[config.mk]
export PLATFORM = sky130hd
export DESIGN_NAME = branch_decode_top
export DESIGN_NICKNAME = d
export VERILOG_FILES = /design/src/hdl/core_pkg.sv /design/src/hdl/instr_if.sv /design/src/hdl/branch_decode_top.sv /design/src/hdl/decode_stage.sv /design/src/hdl/instr_buffer.sv /design/src/hdl/fetch_unit.sv /design/src/hdl/decoder_2ri16.sv
export VERILOG_INCLUDE_DIRS = /design/src /design/src/hdl
export SDC_FILE = /design/constraint.sdc
export NUM_CORES = 1
export LEC_CHECK = 0
export ABC_AREA = 1
export BUFFER_PORTS_ARGS = -buffer_cell sky130_fd_sc_hd__buf_2
export CORE_MARGIN = 2
export CORE_UTILIZATION = 45
export DETAILED_ROUTE_END_ITERATION = 10
export PLACE_DENSITY = 0.62
export SYNTH_ARGS = -nofsm -noshare
export SYNTH_HDL_FRONTEND = slang
export SYNTH_SLANG_ARGS = --single-unit
[constraint.sdc]
create_clock -name clk_i -period 4.9 [get_ports clk_i]
set_input_delay 1.47 -clock clk_i [delete_from_list [all_inputs] [get_ports clk_i]]
set_output_delay 1.47 -clock clk_i [all_outputs]
set_load 0.005 [all_outputs]
[src/hdl/branch_decode_config.svh]
`ifndef BRANCH_DECODE_CONFIG_SVH
`define BRANCH_DECODE_CONFIG_SVH

// width of instruction words, pc and immediates
`define BD_DATA_WIDTH 32

// general register count, addresses are log2 of this
`define BD_GPR_NUM 32

// instruction buffer entries, power of two and at least 2
`define BD_BUF_DEPTH 4

// pc given to the first word after reset
`define BD_RESET_PC 32'h1c00_0000

`endif
[src/hdl/core_pkg.sv]
`include "branch_decode_config.svh"

`default_nettype none

package core_pkg;

    // major opcode, instr[31:26]
    typedef enum logic [5:0] {
        OP_JIRL = 6'h13,
        OP_BEQ  = 6'h16,
        OP_BNE  = 6'h17,
        OP_BLT  = 6'h18,
        OP_BGE  = 6'h19,
        OP_BLTU = 6'h1a,
        OP_BGEU = 6'h1b
    } opcode_e;

    // alu operation, nop for anything not decoded
    typedef enum logic [7:0] {
        ALU_NOP  = 8'h00,
        ALU_JIRL = 8'h01,
        ALU_BEQ  = 8'h02,
        ALU_BNE  = 8'h03,
        ALU_BLT  = 8'h04,
        ALU_BGE  = 8'h05,
        ALU_BLTU = 8'h06,
        ALU_BGEU = 8'h07
    } alu_op_e;

    // result select
    typedef enum logic [2:0] {
        SEL_NONE = 3'd0,
        SEL_JUMP = 3'd1
    } alu_sel_e;

    // one fetched word with the pc it was fetched at
    typedef struct packed {
        logic [`BD_DATA_WIDTH-1:0] pc;
        logic [`BD_DATA_WIDTH-1:0] instr;
    } instr_buffer_info_t;

endpackage

`default_nettype wire

[src/hdl/instr_if.sv]
`default_nettype none

interface instr_if;
    import core_pkg::*;

    // four-phase handshake, info stable while req is high
    logic               req;
    logic               ack;
    instr_buffer_info_t info;

    modport sender (
        output req, info,
        input  ack
    );

    modport receiver (
        input  req, info,
        output ack
    );
endinterface

`default_nettype wire

[src/hdl/branch_decode_top.sv]
`include "branch_decode_config.svh"

`default_nettype none

module branch_decode_top (
    input  wire logic                              clk_i,
    input  wire logic                              rst_i,
    input  wire logic                              instr_req_i,
    input  wire logic [`BD_DATA_WIDTH-1:0]         instr_i,
    output logic                                   instr_ack_o,
    output logic                                   dec_req_o,
    input  wire logic                              dec_ack_i,
    output logic                                   dec_valid_o,
    output core_pkg::alu_op_e                      dec_aluop_o,
    output core_pkg::alu_sel_e                     dec_alusel_o,
    output logic [1:0]                             dec_read_valid_o,
    output logic [$clog2(`BD_GPR_NUM)*2-1:0]       dec_read_addr_o,
    output logic                                   dec_write_valid_o,
    output logic [$clog2(`BD_GPR_NUM)-1:0]         dec_write_addr_o,
    output logic [`BD_DATA_WIDTH-1:0]              dec_imm_o,
    output logic [`BD_DATA_WIDTH-1:0]              dec_target_o
);

    instr_if fetch_to_buf ();
    instr_if buf_to_dec ();

    fetch_unit u_fetch (
        .clk_i       (clk_i),
        .rst_i       (rst_i),
        .instr_req_i (instr_req_i),
        .instr_i     (instr_i),
        .instr_ack_o (instr_ack_o),
        .out_o       (fetch_to_buf)
    );

    instr_buffer u_buffer (
        .clk_i (clk_i),
        .rst_i (rst_i),
        .in_i  (fetch_to_buf),
        .out_o (buf_to_dec)
    );

    decode_stage u_decode (
        .clk_i             (clk_i),
        .rst_i             (rst_i),
        .in_i              (buf_to_dec),
        .dec_req_o         (dec_req_o),
        .dec_ack_i         (dec_ack_i),
        .dec_valid_o       (dec_valid_o),
        .dec_aluop_o       (dec_aluop_o),
        .dec_alusel_o      (dec_alusel_o),
        .dec_read_valid_o  (dec_read_valid_o),
        .dec_read_addr_o   (dec_read_addr_o),
        .dec_write_valid_o (dec_write_valid_o),
        .dec_write_addr_o  (dec_write_addr_o),
        .dec_imm_o         (dec_imm_o),
        .dec_target_o      (dec_target_o)
    );

endmodule

`default_nettype wire

[src/hdl/decode_stage.sv]
`include "branch_decode_config.svh"

`default_nettype none

module decode_stage (
    input  wire logic                              clk_i,
    input  wire logic                              rst_i,
    instr_if.receiver                              in_i,
    output logic                                   dec_req_o,
    input  wire logic                              dec_ack_i,
    output logic                                   dec_valid_o,
    output core_pkg::alu_op_e                      dec_aluop_o,
    output core_pkg::alu_sel_e                     dec_alusel_o,
    output logic [1:0]                             dec_read_valid_o,
    output logic [$clog2(`BD_GPR_NUM)*2-1:0]       dec_read_addr_o,
    output logic                                   dec_write_valid_o,
    output logic [$clog2(`BD_GPR_NUM)-1:0]         dec_write_addr_o,
    output logic [`BD_DATA_WIDTH-1:0]              dec_imm_o,
    output logic [`BD_DATA_WIDTH-1:0]              dec_target_o
);
    import core_pkg::*;

    localparam int REG_AW = $clog2(`BD_GPR_NUM);

    typedef enum logic [1:0] {S_IDLE, S_RAISE, S_HOLD, S_DROP} state_e;

    state_e                    state_q;
    logic                      in_ack_q;
    logic                      capture;
    logic                      d_valid, d_write_valid;
    logic [1:0]                d_read_valid;
    logic [2*REG_AW-1:0]       d_read_addr;
    logic [REG_AW-1:0]         d_write_addr;
    logic [`BD_DATA_WIDTH-1:0] d_imm, d_target;
    alu_op_e                   d_aluop;
    alu_sel_e                  d_alusel;

    decoder_2ri16 u_decoder (
        .info_i            (in_i.info),
        .valid_o           (d_valid),
        .reg_read_valid_o  (d_read_valid),
        .reg_read_addr_o   (d_read_addr),
        .use_imm_o         (),
        .imm_o             (d_imm),
        .reg_write_valid_o (d_write_valid),
        .reg_write_addr_o  (d_write_addr),
        .aluop_o           (d_aluop),
        .alusel_o          (d_alusel)
    );

    // branch target, or link value pc+4 for jirl
    always_comb begin
        if (!d_valid) d_target = '0;
        else if (d_aluop == ALU_JIRL) d_target = in_i.info.pc + `BD_DATA_WIDTH'(4);
        else d_target = in_i.info.pc + d_imm;
    end

    assign capture = (state_q == S_IDLE) && in_i.req && !in_ack_q;

    always_ff @(posedge clk_i) begin
        if (capture) begin
            dec_valid_o       <= d_valid;
            dec_aluop_o       <= d_aluop;
            dec_alusel_o      <= d_alusel;
            dec_read_valid_o  <= d_read_valid;
            dec_read_addr_o   <= d_read_addr;
            dec_write_valid_o <= d_write_valid;
            dec_write_addr_o  <= d_write_addr;
            dec_imm_o         <= d_imm;
            dec_target_o      <= d_target;
        end
    end

    always_ff @(posedge clk_i) begin
        if (rst_i) begin
            state_q   <= S_IDLE;
            in_ack_q  <= 1'b0;
            dec_req_o <= 1'b0;
        end else begin
            // input side ack, released once buffer drops req
            if (capture) in_ack_q <= 1'b1;
            else if (in_ack_q && !in_i.req) in_ack_q <= 1'b0;
            case (state_q)
                S_IDLE: if (capture) state_q <= S_RAISE;
                S_RAISE: begin
                    dec_req_o <= 1'b1;
                    state_q   <= S_HOLD;
                end
                S_HOLD: if (dec_ack_i) begin
                    dec_req_o <= 1'b0;
                    state_q   <= S_DROP;
                end
                S_DROP: if (!dec_ack_i) state_q <= S_IDLE;
                default: state_q <= S_IDLE;
            endcase
        end
    end

    assign in_i.ack = in_ack_q;

endmodule

`default_nettype wire

[src/hdl/instr_buffer.sv]
`include "branch_decode_config.svh"

`default_nettype none

module instr_buffer (
    input  wire logic clk_i,
    input  wire logic rst_i,
    instr_if.receiver in_i,
    instr_if.sender   out_o
);
    import core_pkg::*;

    localparam int DEPTH = `BD_BUF_DEPTH;
    localparam int PTR_W = $clog2(DEPTH);

    typedef enum logic {IN_IDLE, IN_ACK} in_state_e;
    typedef enum logic [1:0] {OUT_IDLE, OUT_REQ, OUT_WAIT} out_state_e;

    instr_buffer_info_t mem [DEPTH];
    logic [PTR_W-1:0]   wptr_q, rptr_q;
    logic [PTR_W:0]     count_q;
    in_state_e          in_state_q;
    out_state_e         out_state_q;
    logic               in_ack_q, out_req_q;
    logic               full, push, pop;

    // back-pressure: ack is held off while full
    assign full = (count_q == (PTR_W + 1)'(DEPTH));
    assign push = (in_state_q == IN_IDLE) && in_i.req && !full;
    assign pop  = (out_state_q == OUT_REQ) && out_o.ack;

    always_ff @(posedge clk_i) begin
        if (push) mem[wptr_q] <= in_i.info;
    end

    always_ff @(posedge clk_i) begin
        if (rst_i) begin
            wptr_q      <= '0;
            rptr_q      <= '0;
            count_q     <= '0;
            in_state_q  <= IN_IDLE;
            out_state_q <= OUT_IDLE;
            in_ack_q    <= 1'b0;
            out_req_q   <= 1'b0;
        end else begin
            count_q <= count_q + (PTR_W + 1)'(push) - (PTR_W + 1)'(pop);
            // write side
            case (in_state_q)
                IN_IDLE: if (push) begin
                    wptr_q     <= wptr_q + 1'b1;
                    in_ack_q   <= 1'b1;
                    in_state_q <= IN_ACK;
                end
                IN_ACK: if (!in_i.req) begin
                    in_ack_q   <= 1'b0;
                    in_state_q <= IN_IDLE;
                end
                default: in_state_q <= IN_IDLE;
            endcase
            // read side
            case (out_state_q)
                OUT_IDLE: if (count_q != '0) begin
                    out_req_q   <= 1'b1;
                    out_state_q <= OUT_REQ;
                end
                OUT_REQ: if (pop) begin
                    rptr_q      <= rptr_q + 1'b1;
                    out_req_q   <= 1'b0;
                    out_state_q <= OUT_WAIT;
                end
                OUT_WAIT: if (!out_o.ack) out_state_q <= OUT_IDLE;
                default: out_state_q <= OUT_IDLE;
            endcase
        end
    end

    assign in_i.ack   = in_ack_q;
    assign out_o.req  = out_req_q;
    // head entry, rptr only moves once req is low
    assign out_o.info = mem[rptr_q];

endmodule

`default_nettype wire

[src/hdl/fetch_unit.sv]
`include "branch_decode_config.svh"

`default_nettype none

module fetch_unit (
    input  wire logic                      clk_i,
    input  wire logic                      rst_i,
    input  wire logic                      instr_req_i,
    input  wire logic [`BD_DATA_WIDTH-1:0] instr_i,
    output logic                           instr_ack_o,
    instr_if.sender                        out_o
);
    import core_pkg::*;

    typedef enum logic [1:0] {IDLE, ACK, SEND, WAIT_DROP} state_e;

    state_e                    state_q;
    logic [`BD_DATA_WIDTH-1:0] pc_q;
    instr_buffer_info_t        hold_q;
    logic                      ack_q;
    logic                      req_q;

    // holding register only changes in IDLE, out req is low there
    always_ff @(posedge clk_i) begin
        if (state_q == IDLE && instr_req_i && !ack_q) begin
            hold_q.pc    <= pc_q;
            hold_q.instr <= instr_i;
        end
    end

    always_ff @(posedge clk_i) begin
        if (rst_i) begin
            state_q <= IDLE;
            pc_q    <= `BD_RESET_PC;
            ack_q   <= 1'b0;
            req_q   <= 1'b0;
        end else begin
            case (state_q)
                IDLE: if (instr_req_i && !ack_q) begin
                    // tag word and step to next pc
                    pc_q    <= pc_q + `BD_DATA_WIDTH'(4);
                    ack_q   <= 1'b1;
                    state_q <= ACK;
                end
                ACK: if (!instr_req_i) begin
                    ack_q   <= 1'b0;
                    req_q   <= 1'b1;
                    state_q <= SEND;
                end
                SEND: if (out_o.ack) begin
                    req_q   <= 1'b0;
                    state_q <= WAIT_DROP;
                end
                WAIT_DROP: if (!out_o.ack) state_q <= IDLE;
                default: state_q <= IDLE;
            endcase
        end
    end

    assign instr_ack_o = ack_q;
    assign out_o.req   = req_q;
    assign out_o.info  = hold_q;

endmodule

`default_nettype wire

[src/hdl/decoder_2ri16.sv]
`include "branch_decode_config.svh"

`default_nettype none

// 2RI16 format: {opcode[6], imm16[16], rj[5], rd[5]}
module decoder_2ri16 (
    input  core_pkg::instr_buffer_info_t             info_i,
    output logic                                     valid_o,
    output logic [1:0]                               reg_read_valid_o,
    output logic [$clog2(`BD_GPR_NUM)*2-1:0]         reg_read_addr_o,
    output logic                                     use_imm_o,
    output logic [`BD_DATA_WIDTH-1:0]                imm_o,
    output logic                                     reg_write_valid_o,
    output logic [$clog2(`BD_GPR_NUM)-1:0]           reg_write_addr_o,
    output core_pkg::alu_op_e                        aluop_o,
    output core_pkg::alu_sel_e                       alusel_o
);
    import core_pkg::*;

    localparam int REG_AW = $clog2(`BD_GPR_NUM);

    logic [REG_AW-1:0] rd, rj;
    logic [15:0]       imm16;
    opcode_e           opcode;

    assign rd     = info_i.instr[4:0];
    assign rj     = info_i.instr[9:5];
    assign imm16  = info_i.instr[25:10];
    assign opcode = opcode_e'(info_i.instr[31:26]);

    always_comb begin
        // conditional branch record as the default
        valid_o           = 1'b1;
        reg_read_valid_o  = 2'b11;
        reg_read_addr_o   = {rd, rj};
        use_imm_o         = 1'b0;
        imm_o             = {{(`BD_DATA_WIDTH - 18){imm16[15]}}, imm16, 2'b00};
        reg_write_valid_o = 1'b0;
        reg_write_addr_o  = '0;
        aluop_o           = ALU_NOP;
        alusel_o          = SEL_JUMP;
        case (opcode)
            OP_JIRL: begin
                // rj only, link goes to rd
                aluop_o           = ALU_JIRL;
                reg_read_valid_o  = 2'b01;
                reg_read_addr_o   = {{REG_AW{1'b0}}, rj};
                reg_write_valid_o = 1'b1;
                reg_write_addr_o  = rd;
            end
            OP_BEQ:  aluop_o = ALU_BEQ;
            OP_BNE:  aluop_o = ALU_BNE;
            OP_BLT:  aluop_o = ALU_BLT;
            OP_BGE:  aluop_o = ALU_BGE;
            OP_BLTU: aluop_o = ALU_BLTU;
            OP_BGEU: aluop_o = ALU_BGEU;
            default: begin
                // not a 2RI16 branch, all zero
                valid_o           = 1'b0;
                reg_read_valid_o  = 2'b00;
                reg_read_addr_o   = '0;
                imm_o             = '0;
                reg_write_valid_o = 1'b0;
                reg_write_addr_o  = '0;
                aluop_o           = ALU_NOP;
                alusel_o          = SEL_NONE;
            end
        endcase
    end

endmodule

`default_nettype wire

==> qor.yml <==
synthesis:
  synth_commonest_cells: "378 x edfxtp_1, 259 x nand2_1, 199 x nor2_1, 140 x inv_1, 104 x o21ai_0"
  ys_ff_latch: 430
  yosysWarnings: 0
  synth.yosys.seq_area_share_pct: 68.0
  ys_types: 56
  async_flop_share_pct: 0
  yosys-top-cells-area: "edfxtp_1 62%, dfxtp_1 5.7%, nand2_1 5.3%"
  synth_area_um2: 18200
  syn_inst: 1576
  synth.top_cell.area_share_pct: 62.3
  synth_most_common_cell: "edfxtp_1"
  yosysTopAreaCell: "edfxtp_1"
  syn-mean-instance-area_um2: 11.6
  synthFlopType: "edfxtp_1"
  synth_edf_count: 378
placement:
  gp_congestion: 0.939
  portBuffers: 120
  dpl.hpwl_um: 24800
clock_network:
  clk-insertion-delay-late_ns: 0.56
  hold_buffers: 0
  clk_pin_slew_ns: 0.06
  clock-sinks: 430
  cts_buffers: 45
  cts_root_buf: "clkbuf_16"
  cts_buffer_depth: 3
  cts_tree: "done"
  cts_setup_buffers: 0
  cts_max_level: 2
  postCtsResizedCells: 0
critical_path:
  startpoint_type: "flip-flop"
  r2r_slack_ns: 0.47
  required_ns: 5.21
  rr_endpoint: "u_decode.dec_target_o[20]$_SDFFCE_PN0P_"
  crit_fanout: 42
  critPathCaptureType: "flip-flop"
  critical_path_class: "flip-flop to flip-flop"
  worstPathArrival_ns: 4.74
  worstRegToRegCells: 22
routing:
  routedWlPerCell_um: 17.4
  vias_per_cell: 5.20
  vias: 11710
  drt_wl_total_um: 39200
  wl_met3_um: 2100
  drtAntennaViolNets: 0
  drc: 0
  wl_met2_um: 18600
  dr.max_layer_used: "met4"
  drtPass1Iterations: 5
  first_iter_violations: 822
  wl_met1_um: 17700
die:
  ios: 132
  initial_utilization_pct: 45.8
  core_area_um2: 39800
  die_w_um: 205
  die_area_um2: 42100
  die_h_um: 205
  core.rowCount: 73
finish:
  nFillCells: 3468
  synthToLayoutAreaGrowth_pct: 13.4
  drive_gt1_share_pct: 14.4
  antennaDiodeCount: 0
  final_nets: 1776
  fin_util_pct: 51.9
sta:
  setup_tns_ns: 0
  setup_violations: 0
  fmax_ghz: 0.226
  relSlewSlack_pct: 30.0
  tightest_slew_ns: 1.05
  finalCritPeriodShare_pct: 90.3
  slew_viol_final: 0
  rsz0062_at_grt: "no"
  finalClockSkew_ns: 0.0146
  hold_viol: 0
  min_period_ns: 4.43
hold_path:
  min_path_cells: 2
  hp-class: "flip-flop to flip-flop"
  worstHoldStart: "u_buffer.out_o.req$_SDFFE_PP0P_"
  hold_end: "u_decode.in_i.ack$_SDFFE_PP0P_"
pwr:
  p_per_area_nw_per_um2: 474
  p_leak_nw: 7.86
  ir_worst_vdd_v: 0.000227
grt:
  grt_pass1_wl_um: 61100
  grt_start_max_net_pins: 83
  grt_usage_pct: 18.7
  first_global_vias: 11455
  grt_overflow_total: 0
  antenna_found_initial: 0
outcome:
  outcome: "complete, no violations"
run:
  max_cap_violations: 0
## per-layer routing
metal	vias to the layer above	track usage, %
met5	-	0
met2	309	31.5
met1	5631	25.0
li1	5707	-
met4	0	5.68
met3	63	2.85
## power by group
part,switching [mW],internal [mW],leakage (nW),total [mW]
clock,1.38,1.85,0.700,3.23
sequential,0.242,4.70,3.86,4.94
combinational,1.15,0.482,3.29,1.63
## kinds of logic (layout without fill, tap and decap cells)
kind of cell / count (synthesis) / count (layout) / share of synthesized area, %
compound gates: 284 / 284 / 8.94
simple gates: 573 / 573 / 13.4
xor+xnor: 18 / 18 / 0.865
flops: 430 / 430 / 68.0
fa+ha+maj: 48 / 48 / 3.38
other cells: 1 / 11 / 0.0206
buf+inv: 222 / 363 / 5.42
## worst max-delay path: stages (launching register included)
cell,delay [ns]
dfxtp_4,0.64
clkinv_2,0.30
nand2_1,0.13
nand3_1,0.09
nand2_2,0.11
nand2_1,0.06
inv_1,0.09
nand3_4,0.30
nand2_8,0.33
inv_4,0.20
nor3_2,0.19
nand2_1,0.12
fa_1,0.47
o21ai_0,0.17
buf_4,0.17
nand2_1,0.05
nand2_1,0.07
nand2_1,0.06
nand2_1,0.15
inv_1,0.09
o21ai_0,0.17
and2_1,0.15
nor2_1,0.04
## worst max-delay path by stage
stage | start | end | slack [ns] | cells after the start
finish | flip-flop | u_decode.dec_target_o[20]$_SDFFCE_PN0P_ | 0.47 | 22
floorplan | u_decode.state_q[0]$_SDFFE_PP0P_ | u_decode.state_q[0]$_SDFFE_PP0P_ | 0.66 | 9
CTS | flip-flop | u_decode.dec_target_o[20]$_SDFFCE_PN0P_ | 0.46 | 22
global placement | flip-flop | u_decode.dec_target_o[26]$_SDFFCE_PN0P_ | 0.58 | 16
global route | flip-flop | u_decode.dec_target_o[20]$_SDFFCE_PN0P_ | 0.05 | 22
detailed placement | flip-flop | u_decode.dec_target_o[20]$_SDFFCE_PN0P_ | 0.46 | 22
## placed cells by master (no fill, tap or decap), types with 15 or more instances in the layout
cell type and n:
clkbuf_16 46, buf_2 120, o22ai_1 29, inv_1 138, edfxtp_1 378, ha_1 46, nand2_1 259, nor2_1 194
dfxtp_1 51, a21oi_1 99, clkinv_2 15, nand3_1 47, xor2_1 17, a32o_1 17, o21ai_0 104, nor3_1 21
## layout make-up
class	instances	area [µm²]	area share (%)
sequential	430	12400	60.0
multi-input combinational	934	4920	23.8
clock buffer	56	1240	5.99
timing repair buffer	134	718	3.47
tap	525	657	3.18
inverter	147	561	2.71
clock inverter	26	179	0.866
## metrics by stage
step / hold WS (ns) / total power [mW] / std cells / cell area [µm²] / setup slack, ns
CTS: 0.460 / 9.90 / 2252 / 20700 / 0.460
finish: 0.456 / 9.80 / 2252 / 20700 / 0.474
global route: 0.501 / 10.3 / 2252 / 20700 / 0.0464
global placement: 0.439 / 6.60 / 2170 / 19300 / 0.580
floorplan: 0.408 / 6.08 / 1586 / 18300 / 0.665
detailed placement: 0.456 / 6.65 / 2170 / 19300 / 0.458
## sequential cells by signal, summed over array words and instances, names as in the netlist, named ones only
signal / count
u_buffer.count_q: 3
u_buffer.in_i.ack: 1
u_buffer.in_state_q: 1
u_buffer.mem: 248
u_buffer.out_o.req: 1
u_buffer.out_state_q: 2
u_buffer.rptr_q: 2
u_buffer.wptr_q: 2
u_decode.dec_aluop_o: 3
u_decode.dec_imm_o: 16
u_decode.dec_read_addr_o: 10
u_decode.dec_read_valid_o: 2
u_decode.dec_req_o: 1
u_decode.dec_target_o: 30
u_decode.dec_valid_o: 1
u_decode.dec_write_addr_o: 5
u_decode.dec_write_valid_o: 1
u_decode.in_i.ack: 1
u_decode.state_q: 2
u_fetch.instr_ack_o: 1
u_fetch.out_o.info: 62
u_fetch.out_o.req: 1
u_fetch.pc_q: 30
u_fetch.state_q: 2
Note: power is estimated with default switching activity, not from simulation.
